**src/verilog/tcb_pkg.sv**
```systemverilog
// shared bus widths, payload types and the default address map, referenced by scoped name

package tcb_pkg;

  //////////////////////////////////////////////////////////////////////
  // bus widths
  //////////////////////////////////////////////////////////////////////

  // byte address width
  parameter int unsigned TCB_ABW = 16;
  // data width
  parameter int unsigned TCB_DBW = 32;
  // one byte enable per data byte
  parameter int unsigned TCB_BEW = TCB_DBW / 8;

  //////////////////////////////////////////////////////////////////////
  // payload types
  //////////////////////////////////////////////////////////////////////

  typedef logic [TCB_ABW-1:0] tcb_adr_t;
  typedef logic [TCB_DBW-1:0] tcb_dat_t;
  typedef logic [TCB_BEW-1:0] tcb_ben_t;

  //////////////////////////////////////////////////////////////////////
  // default address map
  //////////////////////////////////////////////////////////////////////

  // subordinate count
  parameter int unsigned TCB_SPN_DEF = 2;

  // wildcard address per subordinate, x bits are don't care
  // lowest index wins on overlap
  parameter tcb_adr_t TCB_DAM_DEF [TCB_SPN_DEF-1:0] = '{
    // gpio register block
    0: 16'h10xx,
    // word memory, 4 KiB
    1: 16'h0xxx
  };

  // gpio pin count
  parameter int unsigned TCB_GPIO_W = 8;

endpackage

```
**src/verilog/tcb_lib_demultiplexer.sv**
```systemverilog
// request demultiplexer steering one manager to SPN subordinates with a 1 cycle response path
`timescale 1ns/1ps

module tcb_lib_demultiplexer #(
  // number of subordinate ports
  parameter int unsigned SPN = tcb_pkg::TCB_SPN_DEF,
  // select width, same rule as the decoder
  localparam int unsigned SPL = (SPN > 1) ? $clog2(SPN) : 1
)(
  input  logic              clk,
  input  logic              rst_n,
  // manager side
  input  logic              tcb_vld,
  input  logic              tcb_wen,
  input  tcb_pkg::tcb_adr_t tcb_adr,
  input  tcb_pkg::tcb_ben_t tcb_ben,
  input  tcb_pkg::tcb_dat_t tcb_wdt,
  output tcb_pkg::tcb_dat_t tcb_rdt,
  output logic              tcb_err,
  // from the decoder
  input  logic [SPL-1:0]    sel,
  input  logic              hit,
  // subordinate side
  output logic [SPN-1:0]    sub_vld,
  output logic              sub_wen,
  output tcb_pkg::tcb_adr_t sub_adr,
  output tcb_pkg::tcb_ben_t sub_ben,
  output tcb_pkg::tcb_dat_t sub_wdt,
  input  tcb_pkg::tcb_dat_t sub_rdt [SPN-1:0]
);

  //////////////////////////////////////////////////////////////////////
  // request path
  //////////////////////////////////////////////////////////////////////

  // strobe only the selected subordinate
  generate
    for (genvar i = 0; i < SPN; i++) begin : g_vld
      assign sub_vld[i] = tcb_vld & hit & (sel == i[SPL-1:0]);
    end
  endgenerate

  // payload is shared, sub_vld qualifies it
  assign sub_wen = tcb_wen;
  assign sub_adr = tcb_adr;
  assign sub_ben = tcb_ben;
  assign sub_wdt = tcb_wdt;

  //////////////////////////////////////////////////////////////////////
  // response path
  //////////////////////////////////////////////////////////////////////

  // select of the previous transfer
  logic [SPL-1:0] rsp_sel;
  // previous transfer was a mapped read
  logic           rsp_ren;
  // previous transfer hit no subordinate
  logic           rsp_mis;

  always_ff @(posedge clk) begin
    if (!rst_n) begin
      rsp_sel <= '0;
      rsp_ren <= 1'b0;
      rsp_mis <= 1'b0;
    end else begin
      // hold select between transfers
      if (tcb_vld) begin
        rsp_sel <= sel;
      end
      rsp_ren <= tcb_vld & ~tcb_wen & hit;
      rsp_mis <= tcb_vld & ~hit;
    end
  end

  // read data from the registered select, zero for writes and misses
  assign tcb_rdt = rsp_ren ? sub_rdt[rsp_sel] : '0;

  // error only for unmapped addresses
  assign tcb_err = rsp_mis;

endmodule

```
**config.mk**
```make
export PLATFORM = sky130hd
export DESIGN_NAME = tcb_lib_demultiplexer
export DESIGN_NICKNAME = d
export VERILOG_FILES = /design/src/verilog/tcb_pkg.sv /design/src/verilog/tcb_lib_demultiplexer.sv
export SDC_FILE = /design/constraint.sdc
export NUM_CORES = 1
export LEC_CHECK = 0
export BUFFER_PORTS_ARGS = -buffer_cell sky130_fd_sc_hd__buf_2
export CAP_MARGIN = 15
export CORE_AREA = 2 2 81 83
export CTS_BUF_LIST = sky130_fd_sc_hd__clkbuf_16
export DETAILED_ROUTE_END_ITERATION = 12
export DIE_AREA = 0 0 83 85
export MAX_ROUTING_LAYER = met4
export SYNTH_ARGS = -nofsm -noshare
export SYNTH_HDL_FRONTEND = slang
export SYNTH_SLANG_ARGS = --single-unit
```
**constraint.sdc**
```tcl
create_clock -name clk -period 1.1 [get_ports clk]
set_input_delay 0.22 -clock clk [delete_from_list [all_inputs] [get_ports clk]]
set_output_delay 0.22 -clock clk [all_outputs]
set_load 0.005 [all_outputs]
```
# Word-level counts from Yosys, hierarchy flattened
# Cells that the tools add are included.
# Widths: inputs -> output; s select.
# word_totals
regBits,3
output_inout_bits,88
# op_classes
n_lt_le_gt_ge,1
n_mux,3
bitwise,9
# op_table
operator,count
$mux 32,3
$and 1x1->1,6
$not 1->1,3
$lt 1x2->1 const B,1

# Logic depth before layout (Yosys ltp)
# depth
ltp_word,3
depth_mapped,4
ltp_nobuf,2

# Worst setup path after synthesis
# No wires, ideal clock.
# synth_path
path_type,flip-flop to output port
start,register rsp_sel
end,output port tcb_rdt[10]
t_arrival_ns,0.815
slack_ns,0.065
path_stages_with_launch,5
path_cell_list,dfxtp_1 -> buf_6 -> buf_12 -> mux2i_1 -> nor2b_1
# synth_via
elab_chain_len,3
# synth_lines
item,line,rtl
from (decl),tcb_lib_demultiplexer.sv:54,logic [SPL-1:0] rsp_sel;
from (signal assigned),tcb_lib_demultiplexer.sv:68,rsp_sel <= sel;
$mux 32 (not written as such) (2 in a row),tcb_lib_demultiplexer.sv:76,assign tcb_rdt = rsp_ren ? sub_rdt[rsp_sel] : '0;
$mux 32,tcb_lib_demultiplexer.sv:76,
to (decl),tcb_lib_demultiplexer.sv:18,"output tcb_pkg::tcb_dat_t tcb_rdt,"
# Every way passes these cells. The select of a mux whose other input is x is not followed.

# Worst setup path in the final report
# layout_path
start,register rsp_sel
end,output port tcb_rdt[6]
# Same word-level chain as after synthesis.

==> results.cfg <==
[detailed_routing]
via_per_inst = 3.936
drc = 0
ant_nets = 0
finalWirelength_mm = 3.397
vias = 1043
dr.pass1.iters = 2
wl_per_cell_um = 12.82
drtIter0Drc = 6

[power]
power_mw = 1.031
pwr-share-comb_pct = 34.2
p_sw_share_pct = 22.47
switchingPower_uw = 231.6
p_clk_share_pct = 54.1
power.leakage_nw = 0.7759
p_int_uw = 799.2
ir_drop_mv = 0.4633
power.density_mw_per_mm2 = 713.2
seq_power_share_pct = 11.7

[synth]
syn_area_mm2 = 0.001107
synth_area_leaders = buf_4, mux2i_1, nor2b_1
yosysTopAreaCell = buf_4
synthCells = 134
ys_types = 12
synth_edf_count = 0
synth_common_cells = buf_4, mux2i_1, nor2b_1
synth_top_cell_area_share_pct = 35.93
synthFlopType = dfxtp_1
ys_seq_elements = 3
ys_warn_count = 0
yosysMostFrequentCell = buf_4
async_reset_ff_share_pct = 0
synth_nets = 256
yosysSeqAreaShare_pct = 5.424
postSynthAreaPerCell_um2 = 8.264

[sta]
setup_ws_ns = -0.3364
relSlewSlack_pct = 86.63
fmax_mhz = 696.2
setup_violations = 32
worst_slew_pin_slew_ns = 0.1949
rsz0062_at_grt = true
whs_ns = 0.1848
period_share_pct = 130.6
finClkSkew_ns = 0
maxSlewViolCount = 0
min_period_ns = 1.436
hold_violations = 0

[floorplan]
start_util_pct = 17.85
std_cell_rows = 29
core_area_mm2 = 0.006205
dieHeight_um = 85
die_area_mm2 = 0.007055
ios = 210
die_w_um = 83

[place]
place.gp.congestion = 0.6522
port_buffers = 105
place_ws_ns = -0.1496
dp_cells = 260
hpwl_mm = 2.813

[global_route]
grt_overflow = 0
grt_pass1_vias = 1058
grt_use_total_pct = 9.300
grt_antenna_before_repair = 0
grt_max_degree = 22
grt_pass1_wl_mm = 5.106

[cts]
tritoncts = built
cts_max_path_buffers = 2
clkSinkCount = 3
htree_levels = 1
cts_root_buffer = clkbuf_16
ctsHoldBuffers = 0
insertion_delay_ns = 0.22
cts_buffers = 3
clkTransAtPathRegs_ns = 0.03

[status]
violations = setup timing
status = finished, violations left

[worst_setup_path]
crit_fanout = 10
max_stage_delay_ns = 0.39
cp-start-kind = flip-flop
endpoint_kind = output pin
rr_startpoint = rsp_sel
r2r-end = rsp_sel
regToRegSetupSlack_ns = 0.27
reg2regPathDepth = 3
worstPathArrival_ns = 1.22
path_cells = buf_16 -> mux2i_1 -> nor2b_1 -> buf_2
path_class = flip-flop to output pin
required_ns = 0.88
cp_slowest_cell = dfxtp_4

[final_layout]
area_growth_pct = 30.51
fill_cells = 698
diodes = 0
nets = 311
drive_gt1_share_pct = 63.83
final_cells = 265

[flow_run]
drv_cap = 0

[hold_path]
hp-class = primary input to flip-flop
hold_depth = 2
min_from = tcb_wen
min_to = rsp_ren
==> worst max-delay path by stage <==
stage	startpoint	to	slack [ns]	depth (start not counted)
after CTS	rsp_sel	tcb_rdt[31]	-0.34	4
final	rsp_sel	tcb_rdt[6]	-0.34	4
after detailed placement	rsp_sel	tcb_rdt[31]	-0.15	4
after global routing	rsp_sel	tcb_rdt[6]	-0.41	4
after global placement	rsp_sel	tcb_rdt[31]	-0.16	4
after floorplan	rsp_sel	tcb_rdt[10]	0.06	4
==> layout make-up <==
cell class	count	area (um2)	share of cell area, %
clock buffers	3	75.07	5.195
clock inverters	1	3.754	0.2597
multi-input cells	71	598.1	41.39
flip-flops and latches	3	63.81	4.416
well taps	77	96.34	6.667
repair buffers	110	608.1	42.08
==> per-stage QoR <==
stage / setup TNS (ns) / instance area, um2 / utilization [%]
global placement: -1.060 / 1305 / 21.03
CTS: -9.045 / 1426 / 22.99
global route: -10.65 / 1445 / 23.29
finish: -8.796 / 1445 / 23.29
floorplan: 0 / 1107 / -
detailed placement: -1.608 / 1305 / 21.03
==> sequential cells by signal, summed over array words and instances (netlist names) <==
| signal | cells |
|---|---|
| rsp_ren | 1 |
| rsp_sel | 1 |
| tcb_err | 1 |
==> critical path: cells and delay by family, from the launching register on <==
kind	cells	cell delay, ns
muxes	1	0.24
buffers and inverters	2	0.29
and+or+nand+nor	1	0.07
DFF	1	0.39
==> placed cells by master (no fill, tap or decap) <==
| master | synthesis | final |
|---|---|---|
| and3_1 | 1 | 1 |
| nor3b_1 | 1 | 1 |
| nand2_1 | 1 | 1 |
| clkbuf_16 | 0 | 3 |
| nor2b_1 | 33 | 33 |
| dfxtp_4 | 0 | 1 |
| dfxtp_1 | 3 | 2 |
| nor2_1 | 1 | 1 |
| buf_16 | 0 | 1 |
| and3b_1 | 1 | 1 |
| mux2i_1 | 33 | 27 |
| mux2i_2 | 0 | 5 |
| buf_4 | 53 | 2 |
| buf_2 | 0 | 105 |
| mux2i_4 | 0 | 1 |
| buf_12 | 3 | 2 |
| inv_1 | 0 | 1 |
==> cell families (layout without fill, tap and decap cells) <==
kind of cell	after synthesis	count (layout)	share of synthesized area (%)
AND/OR/NAND/NOR	38	38	21.36
multiplexers	33	33	29.83
flip-flops	3	3	5.424
buffers and inverters	60	114	43.39
==> power groups by stage <==
stage / sequential, mW / combinational (mW) / clock, mW
5_1_grt: 0.121 / 0.388 / 0.583
6_report: 0.121 / 0.353 / 0.557
3_3_place_gp: 0.120 / 0.317 / 0
2_1_floorplan: 0.118 / 0.323 / 0
4_1_cts: 0.121 / 0.343 / 0.568
3_5_place_dp: 0.121 / 0.321 / 0
==> timing repair <==
| action | in CTS | in global routing |
|---|---|---|
| setup endpoints to repair | 32 | 32 |
| gates resized for setup | 4 | 5 |
| gates cloned | 1 | 0 |
| setup buffers | 0 | 0 |
==> layer usage <==
metal | vias to the layer above | GRT usage [%] | wire, um
met3 | 10 | 4.475 | 452
li1 | 487 | - | -
met2 | 110 | 17.96 | 1771
met1 | 436 | 7.890 | 1115
met4 | 0 | 2.683 | 57
met5 | - | - | 0
(Power assumes the default switching activity.)
