===== src/verilog/tcb_pkg.sv =====
// shared bus widths, payload types and the default address map, referenced by scoped name

package tcb_pkg;

  //////////////////////////////////////////////////////////////////////
  // bus widths
  //////////////////////////////////////////////////////////////////////

  // byte address width
  parameter int unsigned TCB_ABW = 16;
  // data width
  parameter int unsigned TCB_DBW = 32;
  // one byte enable per data byte
  parameter int unsigned TCB_BEW = TCB_DBW / 8;

  //////////////////////////////////////////////////////////////////////
  // payload types
  //////////////////////////////////////////////////////////////////////

  typedef logic [TCB_ABW-1:0] tcb_adr_t;
  typedef logic [TCB_DBW-1:0] tcb_dat_t;
  typedef logic [TCB_BEW-1:0] tcb_ben_t;

  //////////////////////////////////////////////////////////////////////
  // default address map
  //////////////////////////////////////////////////////////////////////

  // subordinate count
  parameter int unsigned TCB_SPN_DEF = 2;

  // wildcard address per subordinate, x bits are don't care
  // lowest index wins on overlap
  parameter tcb_adr_t TCB_DAM_DEF [TCB_SPN_DEF-1:0] = '{
    // gpio register block
    0: 16'h10xx,
    // word memory, 4 KiB
    1: 16'h0xxx
  };

  // gpio pin count
  parameter int unsigned TCB_GPIO_W = 8;

endpackage


===== src/verilog/tcb_sub_gpio.sv =====
// gpio register block subordinate with output, output enable and synchronized input registers
`timescale 1ns/1ps

module tcb_sub_gpio #(
  // pin count, up to the data width
  parameter int unsigned GPIO_W = tcb_pkg::TCB_GPIO_W
)(
  input  logic              clk,
  input  logic              rst_n,
  // bus
  input  logic              sub_vld,
  input  logic              sub_wen,
  input  tcb_pkg::tcb_adr_t sub_adr,
  input  tcb_pkg::tcb_ben_t sub_ben,
  input  tcb_pkg::tcb_dat_t sub_wdt,
  output tcb_pkg::tcb_dat_t sub_rdt,
  // pins
  input  logic [GPIO_W-1:0] gpio_in,
  output logic [GPIO_W-1:0] gpio_out,
  output logic [GPIO_W-1:0] gpio_oe
);

  // word offsets: 0x0 out, 0x4 oe, 0x8 in
  localparam logic [5:0] OFS_OUT = 6'd0;
  localparam logic [5:0] OFS_OE  = 6'd1;
  localparam logic [5:0] OFS_IN  = 6'd2;

  // word offset inside the 256 byte block
  logic [5:0] ofs;

  assign ofs = sub_adr[7:2];

  //////////////////////////////////////////////////////////////////////
  // output registers
  //////////////////////////////////////////////////////////////////////

  always_ff @(posedge clk) begin
    if (!rst_n) begin
      gpio_out <= '0;
      gpio_oe  <= '0;
    end else if (sub_vld && sub_wen) begin
      // pin i belongs to byte i/8
      for (int i = 0; i < GPIO_W; i++) begin
        if (sub_ben[i/8]) begin
          if (ofs == OFS_OUT) gpio_out[i] <= sub_wdt[i];
          if (ofs == OFS_OE)  gpio_oe[i]  <= sub_wdt[i];
        end
      end
    end
  end

  //////////////////////////////////////////////////////////////////////
  // input synchronizer
  //////////////////////////////////////////////////////////////////////

  logic [GPIO_W-1:0] gpio_meta;
  // input register, second stage
  logic [GPIO_W-1:0] gpio_sync;

  always_ff @(posedge clk) begin
    gpio_meta <= gpio_in;
    gpio_sync <= gpio_meta;
  end

  //////////////////////////////////////////////////////////////////////
  // read path
  //////////////////////////////////////////////////////////////////////

  tcb_pkg::tcb_dat_t rdt;

  always_comb begin
    // unused offsets read zero
    rdt = '0;
    case (ofs)
      OFS_OUT: rdt[GPIO_W-1:0] = gpio_out;
      OFS_OE:  rdt[GPIO_W-1:0] = gpio_oe;
      OFS_IN:  rdt[GPIO_W-1:0] = gpio_sync;
      default: rdt = '0;
    endcase
  end

  always_ff @(posedge clk) begin
    if (sub_vld) begin
      sub_rdt <= rdt;
    end
  end

endmodule


===== config.mk =====
export PLATFORM = sky130hd
export DESIGN_NAME = tcb_sub_gpio
export DESIGN_NICKNAME = d
export VERILOG_FILES = /design/src/verilog/tcb_pkg.sv /design/src/verilog/tcb_sub_gpio.sv
export SDC_FILE = /design/constraint.sdc
export NUM_CORES = 1
export LEC_CHECK = 0
export BUFFER_PORTS_ARGS = -buffer_cell sky130_fd_sc_hd__buf_2
export CORE_MARGIN = 4
export CORE_UTILIZATION = 40
export CTS_BUF_LIST = sky130_fd_sc_hd__clkbuf_16
export DETAILED_ROUTE_END_ITERATION = 10
export PLACE_DENSITY = 0.85
export SLEW_MARGIN = 0
export SYNTH_ARGS = -nofsm -noshare
export SYNTH_HDL_FRONTEND = slang
export SYNTH_SLANG_ARGS = --single-unit

===== constraint.sdc =====
create_clock -name clk -period 2.4 [get_ports clk]
set_clock_uncertainty 0.2 [all_clocks]
set_input_delay 0.48 -clock clk [delete_from_list [all_inputs] [get_ports clk]]
set_output_delay 0.48 -clock clk [all_outputs]
set_load 0.01 [all_outputs]

* Yosys cells after proc, flatten, opt, wreduce, memory -nomap -nowiden
Cells that the tools add are included. Widths: inputs -> output; s select.
Storage, ports and cells: register bits 40, output and inout bits 48, word-level logic and storage cells 12
Operators by class: equality and inequality tests 2, multiplexer cells 1, reduce and logical (&&, ||, !) cells 4
Operator list (count):
- $pmux 8 s3 | 1
- $eq 6x1->1 const B | 1
- $eq 6x2->1 const B | 1
- $logic_not 6->1 | 1
- $reduce_and 3->1 | 2
- $logic_and 1x1->1 | 1

* Depth between registers and ports, before layout
Gate-level depths: netlist of the first run.
depth after elaboration 2, mapped depth 4

* Worst setup path before layout of the first run
OpenSTA, ideal clock, no wires.
path kind input -> register, start in sub_adr[7], end reg sub_rdt[0] (data pin), data arrival time 1.625 ns, required time 2.068 ns, setup slack 0.443 ns, stages 4, path buffers 1, cells stage by stage or4_4 -> buf_6 -> nor3b_4 -> a221o_1
On the way: cells in the longest elaborated chain, start to end 2
Ends and longest elaborated chain:
- start, declared | RTL line tcb_sub_gpio.sv:13 | input tcb_pkg::tcb_adr_t sub_adr,
- $eq 6x2->1, or another cell as far along | RTL line tcb_sub_gpio.sv:74 | case (ofs)
- $pmux 8 s3 (*) | RTL line tcb_sub_gpio.sv:74
- via rdt[0] | RTL line tcb_sub_gpio.sv:69 | tcb_pkg::tcb_dat_t rdt;
- end signal, assigned | RTL line tcb_sub_gpio.sv:84 | sub_rdt <= rdt;
- end, declared | RTL line tcb_sub_gpio.sv:16 | output tcb_pkg::tcb_dat_t sub_rdt,
The timed path passes the listed nets; every way through them passes the cells marked *. A chain may end at the register's enable or synchronous reset.

* Worst setup path after layout of the first run
Same ends and word-level chain as after synthesis.

==> results.yml, run 1 <==
yosys:
  synthMuxAreaShare_pct: 10.1
  yosysWarnings: 0
  synth_top_family_by_area: "buffers and inverters"
  syn_area_per_cell_um2: 11.1
  yosysUniqueCellTypes: 22
  synth-xor-area-share_pct: 0
  netlist_instances: 143
  synthAdderAreaFrac_pct: 0
  synth_top_area_share_pct: 40.3
  synth-simple-area-share_pct: 13.5
  synth_compound_gate_area_share_pct: 5.04
  yosys-top-cells-area: "dfxtp_1 40%, edfxtp_1 15%, buf_4 11%"
  yosysTopAreaCell: "dfxtp_1"
  syn-cell-area_mm2: 0.00159
  synth-seq-cells: 40
  seq_area_frac_synth_pct: 55.5
sta:
  finalSetupViolCount: 0
  grt_setup_unrepaired: "no"
  worst_pin_slew_ns: 0.583
  min_period_ns: 1.94
  hold_viol: 0
  setup-tns-final_ns: 0
  post-route-period-util_pct: 80.8
  fmax_mhz: 515
  max_slew_margin_pct: 61.0
  setup_ws_ns: 0.460
  final_max_slew_viol_count: 0
outcome:
  status: "complete, no violations"
pwr:
  p_switching_uw: 285
  combPwrFrac_pct: 4.9
  switching_share_pct: 18.8
  leakagePower_uw: 0.000975
  ir_worst_vdd_uv: 542
  pwr-share-clk_pct: 48.5
  power_density_mw_per_mm2: 779
  p_int_uw: 1230
  p_seq_share_pct: 46.6
floorplanning:
  rows: 22
  fp.dieH_um: 71.0
  ios: 112
  die_x_um: 71.0
  coreArea_mm2: 0.00374
  die_area_mm2: 0.00504
  initial_core_util_pct: 42.4
critical_path:
  crit_fanout: 10
  crit_chain: "buf_2, or4_4, nor3b_4, a221o_1"
  criticalPathCategory: "in2reg"
  cpPeakStageDelay_ns: 0.63
  cp-end-kind: "flip-flop"
  critPathBufInv: 1
  cp-start-kind: "primary input"
  worstPathArrival_ns: 1.88
  cpLargestDelayFamily: "simple AND/OR/NAND/NOR gates"
  critical_path.slowest_cell: "or4_4"
  required_ns: 2.34
final_layout:
  final-seq-area_um2: 881
  multi_input_area_um2: 544
  fillCellCount: 362
  antenna_cells: 0
  final_util_pct: 52.0
  layout-drive-gt1-share_pct: 31.3
  syn_to_final_growth_pct: 22.7
  nets: 259
global_route:
  overflow: 0
  grt_usage_pct: 12.5
  grt_max_degree: 25
  grt_pass1_wl_um: 4860
  antenna_found_initial: 0
  grt_pass1_vias: 1056
placed_design:
  dp_worst_setup_slack_ns: 0.153
  io_buffers: 50
  hpwl_um: 2280
  gp_congestion: 0.709
clock_tree:
  tritoncts: "built"
  cts_max_path_buffers: 2
  clkSlewWorstSetupHoldPaths_ns: 0.05
  h-tree-depth: 2
  cts-resized-gates: 0
  clock_latency_ns: 0.28
  cts.root.buffer_cell: "clkbuf_16"
  post_cts_buffers: 0
  hold_buffers: 0
  cts_sinks: 40
  numCtsBuffers: 5
routing:
  dr.pass1.iters: 6
  post_drt_wl_per_cell_um: 12.2
  ant_nets: 0
  viasPerCell: 4.53
  drtIter0Drc: 43
  vias: 1102
  drc_errors: 0
  wirelength_um: 2960
flow_run:
  drv_cap: 0
hold_path:
  hp-class: "in2reg"
==> metal layers <==
metal  global-route usage [%]  vias to the layer above  wire length [um]
met1                     15.2                      507              1210
met4                     6.05                        0                47
met5                        0                        -                 0
met2                     19.6                       47              1410
li1                         -                      542                 -
met3                     4.55                        6               283
==> synth_stat cells (all sizes together) <==
master / count
nand3: 1
dfxtp: 32
nand2b: 1
conb: 1
and3: 1
mux2i: 16
or4: 1
nor2: 1
and4b: 1
nor3b: 1
buf: 27
inv: 8
nor3: 9
a221o: 8
clkbuf: 2
nor4: 1
nand2: 24
edfxtp: 8
==> path summary, 6_finish.rpt <==
| kind | startpoint | to | cells past startpoint | slack, ns |
|---|---|---|---|---|
| hold reg to reg | gpio_meta[4]$_DFF_P_ | gpio_sync[4]$_DFF_P_ | 0 | 0.12 |
| setup / recovery | sub_adr[7] | sub_rdt[0]$_DFFE_PP_ | 4 | 0.46 |
| setup reg to reg | gpio_sync[7]$_DFF_P_ | sub_rdt[7]$_DFFE_PP_ | 3 | 1.26 |
| hold / removal | gpio_in[2] | gpio_meta[2]$_DFF_P_ | 1 | 0.10 |
==> worst reg2reg max path, cell delays in order (launching register included) <==
cell     delay (ns)
dfxtp_1        0.30
inv_1          0.05
nor3_1         0.04
a221o_1        0.29
==> cells by family after synthesis <==
group,count (synthesis)
AOI/OAI and AO/OA,8
buffers and inverters,37
DFF,40
muxes,16
other,1
and+or+nand+nor,41
==> sequential cells by signal (all words and copies together) (netlist names) <==
signal     count
sub_rdt        8
gpio_meta      8
gpio_sync      8
gpio_out       8
gpio_oe        8
==> power groups by stage <==
stage	Sequential [uW]	Combinational [uW]	Clock (uW)
after floorplan	724	68.6	0
after global placement	721	72.2	0
after detailed placement	722	73.9	0
after CTS	707	74.1	754
after global routing	709	84.0	780
final	707	74.1	737
==> final cells by class <==
| cell class | instances | share of cell area (%) |
|---|---|---|
| inverter | 8 | 1.54 |
| multi-input combinational | 89 | 27.9 |
| timing repair buffer | 51 | 13.2 |
| clock buffer | 7 | 8.99 |
| tap | 48 | 3.08 |
| sequential | 40 | 45.2 |
==> through the flow <==
step / hold WS [ns] / power (uW) / cell area (um2) / cells
finish: 0.101 / 1520 / 1950 / 243
global route: 0.0965 / 1570 / 1950 / 243
CTS: 0.0948 / 1540 / 1950 / 243
detailed placement: 0.112 / 796 / 1770 / 236
global placement: 0.111 / 793 / 1770 / 236
floorplan: 0.110 / 792 / 1670 / 166
==> cell usage in the layout, fill, tap and decap left out <==
cell type  instances
a221o_1            8
and3_1             1
and4b_1            1
buf_2             50
buf_4              1
clkbuf_16          7
conb_1            24
dfxtp_1           32
edfxtp_1           8
inv_1              8
mux2i_1           16
nand2_1           24
nand2b_1           1
nand3_1            1
nor2_1             1
nor3_1             8
nor3_4             1
nor3b_4            1
nor4_1             1
or4_4              1
Note: power is estimated with default switching activity, not from simulation.
==> inputs of run 2 (changes only) <==
==> constraint.sdc (replaced) <==
create_clock -name clk -period 2.01 [get_ports clk]
set_clock_uncertainty 0.2 [all_clocks]
set_input_delay 0.402 -clock clk [delete_from_list [all_inputs] [get_ports clk]]
set_output_delay 0.402 -clock clk [all_outputs]
set_load 0.01 [all_outputs]
==> results.yml, run 2 (same netlist as run 1, synthesis figures left out) <==
outcome:
  status: "complete, no violations"
hold_path:
  hold_depth: 1
  min_from: "gpio_in[5]"
  hp-class: "in2reg"
  min_to: "gpio_meta[5]$_DFF_P_"
floorplanning:
  coreArea_mm2: 0.00374
  fp.dieH_um: 71.0
  die_x_um: 71.0
  ios: 112
  die_area_mm2: 0.00504
  initial_core_util_pct: 42.4
  rows: 22
critical_path:
  cpLargestDelayFamily: "simple AND/OR/NAND/NOR gates"
  worstPathArrival_ns: 1.65
  r2r_start: "gpio_sync[0]$_DFF_P_"
  crit_chain: "buf_2, or4_4, nor3b_4, buf_12, a221o_1"
  cp-end-kind: "flip-flop"
  critical_path.slowest_cell: "or4_4"
  cp-start-kind: "primary input"
  criticalPathCategory: "in2reg"
  r2r-end: "sub_rdt[0]$_DFFE_PP_"
  required_ns: 1.95
  r2r_cells: 3
  cpPeakStageDelay_ns: 0.57
  worst-r2r-setup-slack_ns: 0.88
  critPathBufInv: 2
  crit_fanout: 8
sta:
  post-route-period-util_pct: 85.4
  fmax_mhz: 582
  min_period_ns: 1.72
  grt_setup_unrepaired: "no"
  setup-tns-final_ns: 0
  hold_viol: 0
  final_max_slew_viol_count: 0
  finalSetupViolCount: 0
clock_tree:
  cts-resized-gates: 0
  clkSlewWorstSetupHoldPaths_ns: 0.05
  clock_latency_ns: 0.28
  numCtsBuffers: 5
  h-tree-depth: 2
  hold_buffers: 0
  cts.root.buffer_cell: "clkbuf_16"
  post_cts_buffers: 0
  cts_max_path_buffers: 2
  tritoncts: "built"
  cts_sinks: 40
routing:
  vias: 1104
  dr.pass1.iters: 4
  viasPerCell: 4.45
  drc_errors: 0
  post_drt_wl_per_cell_um: 12.2
  ant_nets: 0
  drtIter0Drc: 32
  wirelength_um: 3030
pwr:
  power_density_mw_per_mm2: 878
  ir_worst_vdd_uv: 633
  leakagePower_uw: 0.000996
final_layout:
  final_util_pct: 53.1
  antenna_cells: 0
  final_cell_mix: "50 x buf_2, 32 x dfxtp_1, 24 x nand2_1, 24 x conb_1, 16 x mux2i_1"
  multi_input_area_um2: 544
  layout-drive-gt1-share_pct: 32.5
  syn_to_final_growth_pct: 25.1
  final-seq-area_um2: 881
  nets: 263
  mostFrequentLayoutCell: "buf_2"
  fillCellCount: 354
global_route:
  grt_pass1_vias: 1081
  overflow: 0
  grt_pass1_wl_um: 5010
  antenna_found_initial: 0
  grt_usage_pct: 13.1
  grt_max_degree: 25
placed_design:
  gp_congestion: 0.697
  hpwl_um: 2380
  io_buffers: 50
flow_run:
  drv_cap: 0
run 2: cell count changes in the layout (fill, tap and decap cells not counted):
cell	previous run	this run
clkbuf_16	7	6
clkinv_2	0	1
buf_12	0	2
inv_1	8	9
buf_4	1	3
run 2: layout make-up:
type                    instances  area share (%)
clock buffers                   6            7.56
clock inverters                 2           0.441
inverters                       8            1.51
multi-input cells              89            27.4
flip-flops and latches         40            44.3
well taps                      48            3.02
repair buffers                 55            15.7
run 2: power breakdown:
group | total (uW) | internal (uW) | switching (uW)
sequential | 845 | 840 | 4.85
combinational | 91.6 | 31.7 | 59.9
clock | 808 | 527 | 281
run 2: routing by layer:
metal	vias up	GRT usage, %	share of wire [%]
met5	-	0	0
met4	0	6.26	1.6
met3	6	4.26	11
met2	58	21.4	49
met1	494	15.6	38
li1	546	-	-
run 2: metrics by stage:
| stage | hold WS [ns] | instance area, um2 | power [uW] | worst slack, ns | cells |
|---|---|---|---|---|---|
| after global routing | 0.0141 | 1990 | 1820 | 0.242 | 248 |
| after CTS | 0.0123 | 1990 | 1780 | 0.315 | 248 |
| after detailed placement | 0.112 | 1830 | 954 | 0.0209 | 240 |
| final | 0.0231 | 1990 | 1740 | 0.293 | 248 |
| after floorplan | 0.110 | 1670 | 946 | 0.131 | 166 |
| after global placement | 0.111 | 1830 | 950 | 0.0349 | 240 |
run 2: how the worst max path moves through the flow:
stage,cells past startpoint,from,to
detailed placement,5,sub_adr[7],sub_rdt[0]$_DFFE_PP_
global route,5,sub_adr[7],sub_rdt[1]$_DFFE_PP_
finish,5,sub_adr[7],sub_rdt[0]$_DFFE_PP_
global placement,5,sub_adr[7],sub_rdt[7]$_DFFE_PP_
floorplan,4,sub_adr[7],sub_rdt[0]$_DFFE_PP_
CTS,5,sub_adr[7],sub_rdt[0]$_DFFE_PP_
==> inputs of run 3 (changes only) <==
--- a/config.mk
+++ b/config.mk
@@ -10,7 +10,7 @@
 export CORE_UTILIZATION = 40
 export CTS_BUF_LIST = sky130_fd_sc_hd__clkbuf_16
 export DETAILED_ROUTE_END_ITERATION = 10
-export PLACE_DENSITY = 0.85
+export PLACE_DENSITY = 0.88
 export SLEW_MARGIN = 0
 export SYNTH_ARGS = -nofsm -noshare
 export SYNTH_HDL_FRONTEND = slang
==> results.yml, run 3 (same netlist as run 1, synthesis figures left out) <==
pwr:
  leakagePower_uw: 0.000996
  combPwrFrac_pct: 5.2
  p_seq_share_pct: 48.2
  switching_share_pct: 20.3
  p_switching_uw: 355
  pwr-share-clk_pct: 46.5
  p_int_uw: 1400
  power_density_mw_per_mm2: 887
  ir_worst_vdd_uv: 636
global_route:
  grt_max_degree: 25
  antenna_found_initial: 0
  overflow: 0
  grt_pass1_vias: 1047
  grt_usage_pct: 13.2
  grt_pass1_wl_um: 4950
floorplanning:
  die_area_mm2: 0.00504
  fp.dieH_um: 71.0
  ios: 112
  initial_core_util_pct: 42.4
  rows: 22
  die_x_um: 71.0
  coreArea_mm2: 0.00374
placed_design:
  hpwl_um: 2430
  gp_congestion: 0.791
  io_buffers: 50
critical_path:
  required_ns: 1.96
  crit_fanout: 5
  criticalPathCategory: "in2reg"
  critical_path.slowest_cell: "or4_4"
  cpPeakStageDelay_ns: 0.58
  worstPathArrival_ns: 1.66
  cp-end-kind: "flip-flop"
  cp-start-kind: "primary input"
  crit_chain: "buf_2, or4_4, nor3b_4, buf_4, a221o_1"
clock_tree:
  h-tree-depth: 2
  cts-resized-gates: 0
  hold_buffers: 0
  cts.root.buffer_cell: "clkbuf_16"
  clock_latency_ns: 0.28
  numCtsBuffers: 5
  tritoncts: "built"
  post_cts_buffers: 0
  cts_sinks: 40
  clkSlewWorstSetupHoldPaths_ns: 0.05
  cts_max_path_buffers: 2
routing:
  vias: 1096
  drc_errors: 0
  ant_nets: 0
  post_drt_wl_per_cell_um: 12.7
  viasPerCell: 4.38
  dr.pass1.iters: 4
  wirelength_um: 3180
  drtIter0Drc: 18
final_layout:
  syn_to_final_growth_pct: 24.4
  final_cell_mix: "50 x buf_2, 32 x dfxtp_1, 24 x nand2_1, 24 x conb_1, 16 x mux2i_1"
  multi_input_area_um2: 544
  final-seq-area_um2: 881
  layout-drive-gt1-share_pct: 32.7
  nets: 265
  mostFrequentLayoutCell: "buf_2"
  fillCellCount: 347
  antenna_cells: 0
sta:
  hold_viol: 0
  final_max_slew_viol_count: 0
  min_period_ns: 1.71
  post-route-period-util_pct: 85.3
  timing.hold.ws_ns: 0.0201
  grt_setup_unrepaired: "no"
  fmax_mhz: 583
  finalSetupViolCount: 0
  setup-tns-final_ns: 0
hold_path:
  hp-class: "in2reg"
flow_run:
  drv_cap: 0
outcome:
  status: "complete, no violations"
-- run 3: area by class of cell --
| class | count | share of cell area (%) |
|---|---|---|
| Clock buffer | 6 | 7.60 |
| Sequential cell | 40 | 44.6 |
| Timing Repair Buffer | 57 | 15.3 |
| Multi-Input combinational cell | 89 | 27.5 |
| Tap cell | 48 | 3.04 |
| Clock inverter | 2 | 0.380 |
| Inverter | 8 | 1.52 |
-- run 3: path summary, 6_finish.rpt --
kind                                         startpoint                   end  slack [ns]  depth (start not counted)
worst max-delay path                         sub_adr[7]  sub_rdt[7]$_DFFE_PP_        0.30                          5
worst min-delay path                         gpio_in[0]  gpio_meta[0]$_DFF_P_        0.02                          1
worst max register to register  gpio_oe[0]$_SDFFE_PN0P_  sub_rdt[0]$_DFFE_PP_        0.89                          1
worst min register to register     gpio_meta[5]$_DFF_P_  gpio_sync[5]$_DFF_P_        0.12                          0
-- run 3: metal layers --
metal	track usage (%)	vias to the layer above	share of wire [%]
met4	9.39	0	2.5
li1	-	558	-
met1	14.3	482	40
met2	21.4	49	49
met5	0	-	0
met3	4.40	7	8.7
-- run 3: power by group through the flow --
stage | sequential (uW) | clock, uW | combinational, uW
after floorplan | 864 | 0 | 81.9
after global placement | 861 | 0 | 88.1
after detailed placement | 863 | 0 | 90.1
after CTS | 845 | 840 | 90.6
after global routing | 848 | 872 | 102
final | 845 | 815 | 91.4
-- run 3: critical path: cells and delay by family --
| family | cells | cell delay, ns |
|---|---|---|
| AO/OA/AOI/OAI | 1 | 0.16 |
| buffers and inverters | 2 | 0.28 |
| AND/OR/NAND/NOR | 2 | 0.82 |
-- run 3: through the flow --
step / setup slack, ns / power (uW) / util [%] / std cells / area [um2]
floorplan: 0.131 / 946 / - / 166 / 1670
global placement: 0.0422 / 950 / 48.6 / 242 / 1820
detailed placement: 0.0286 / 953 / 48.6 / 242 / 1820
CTS: 0.291 / 1780 / 52.8 / 250 / 1980
global route: 0.266 / 1820 / 52.8 / 250 / 1980
finish: 0.295 / 1750 / 52.8 / 250 / 1980
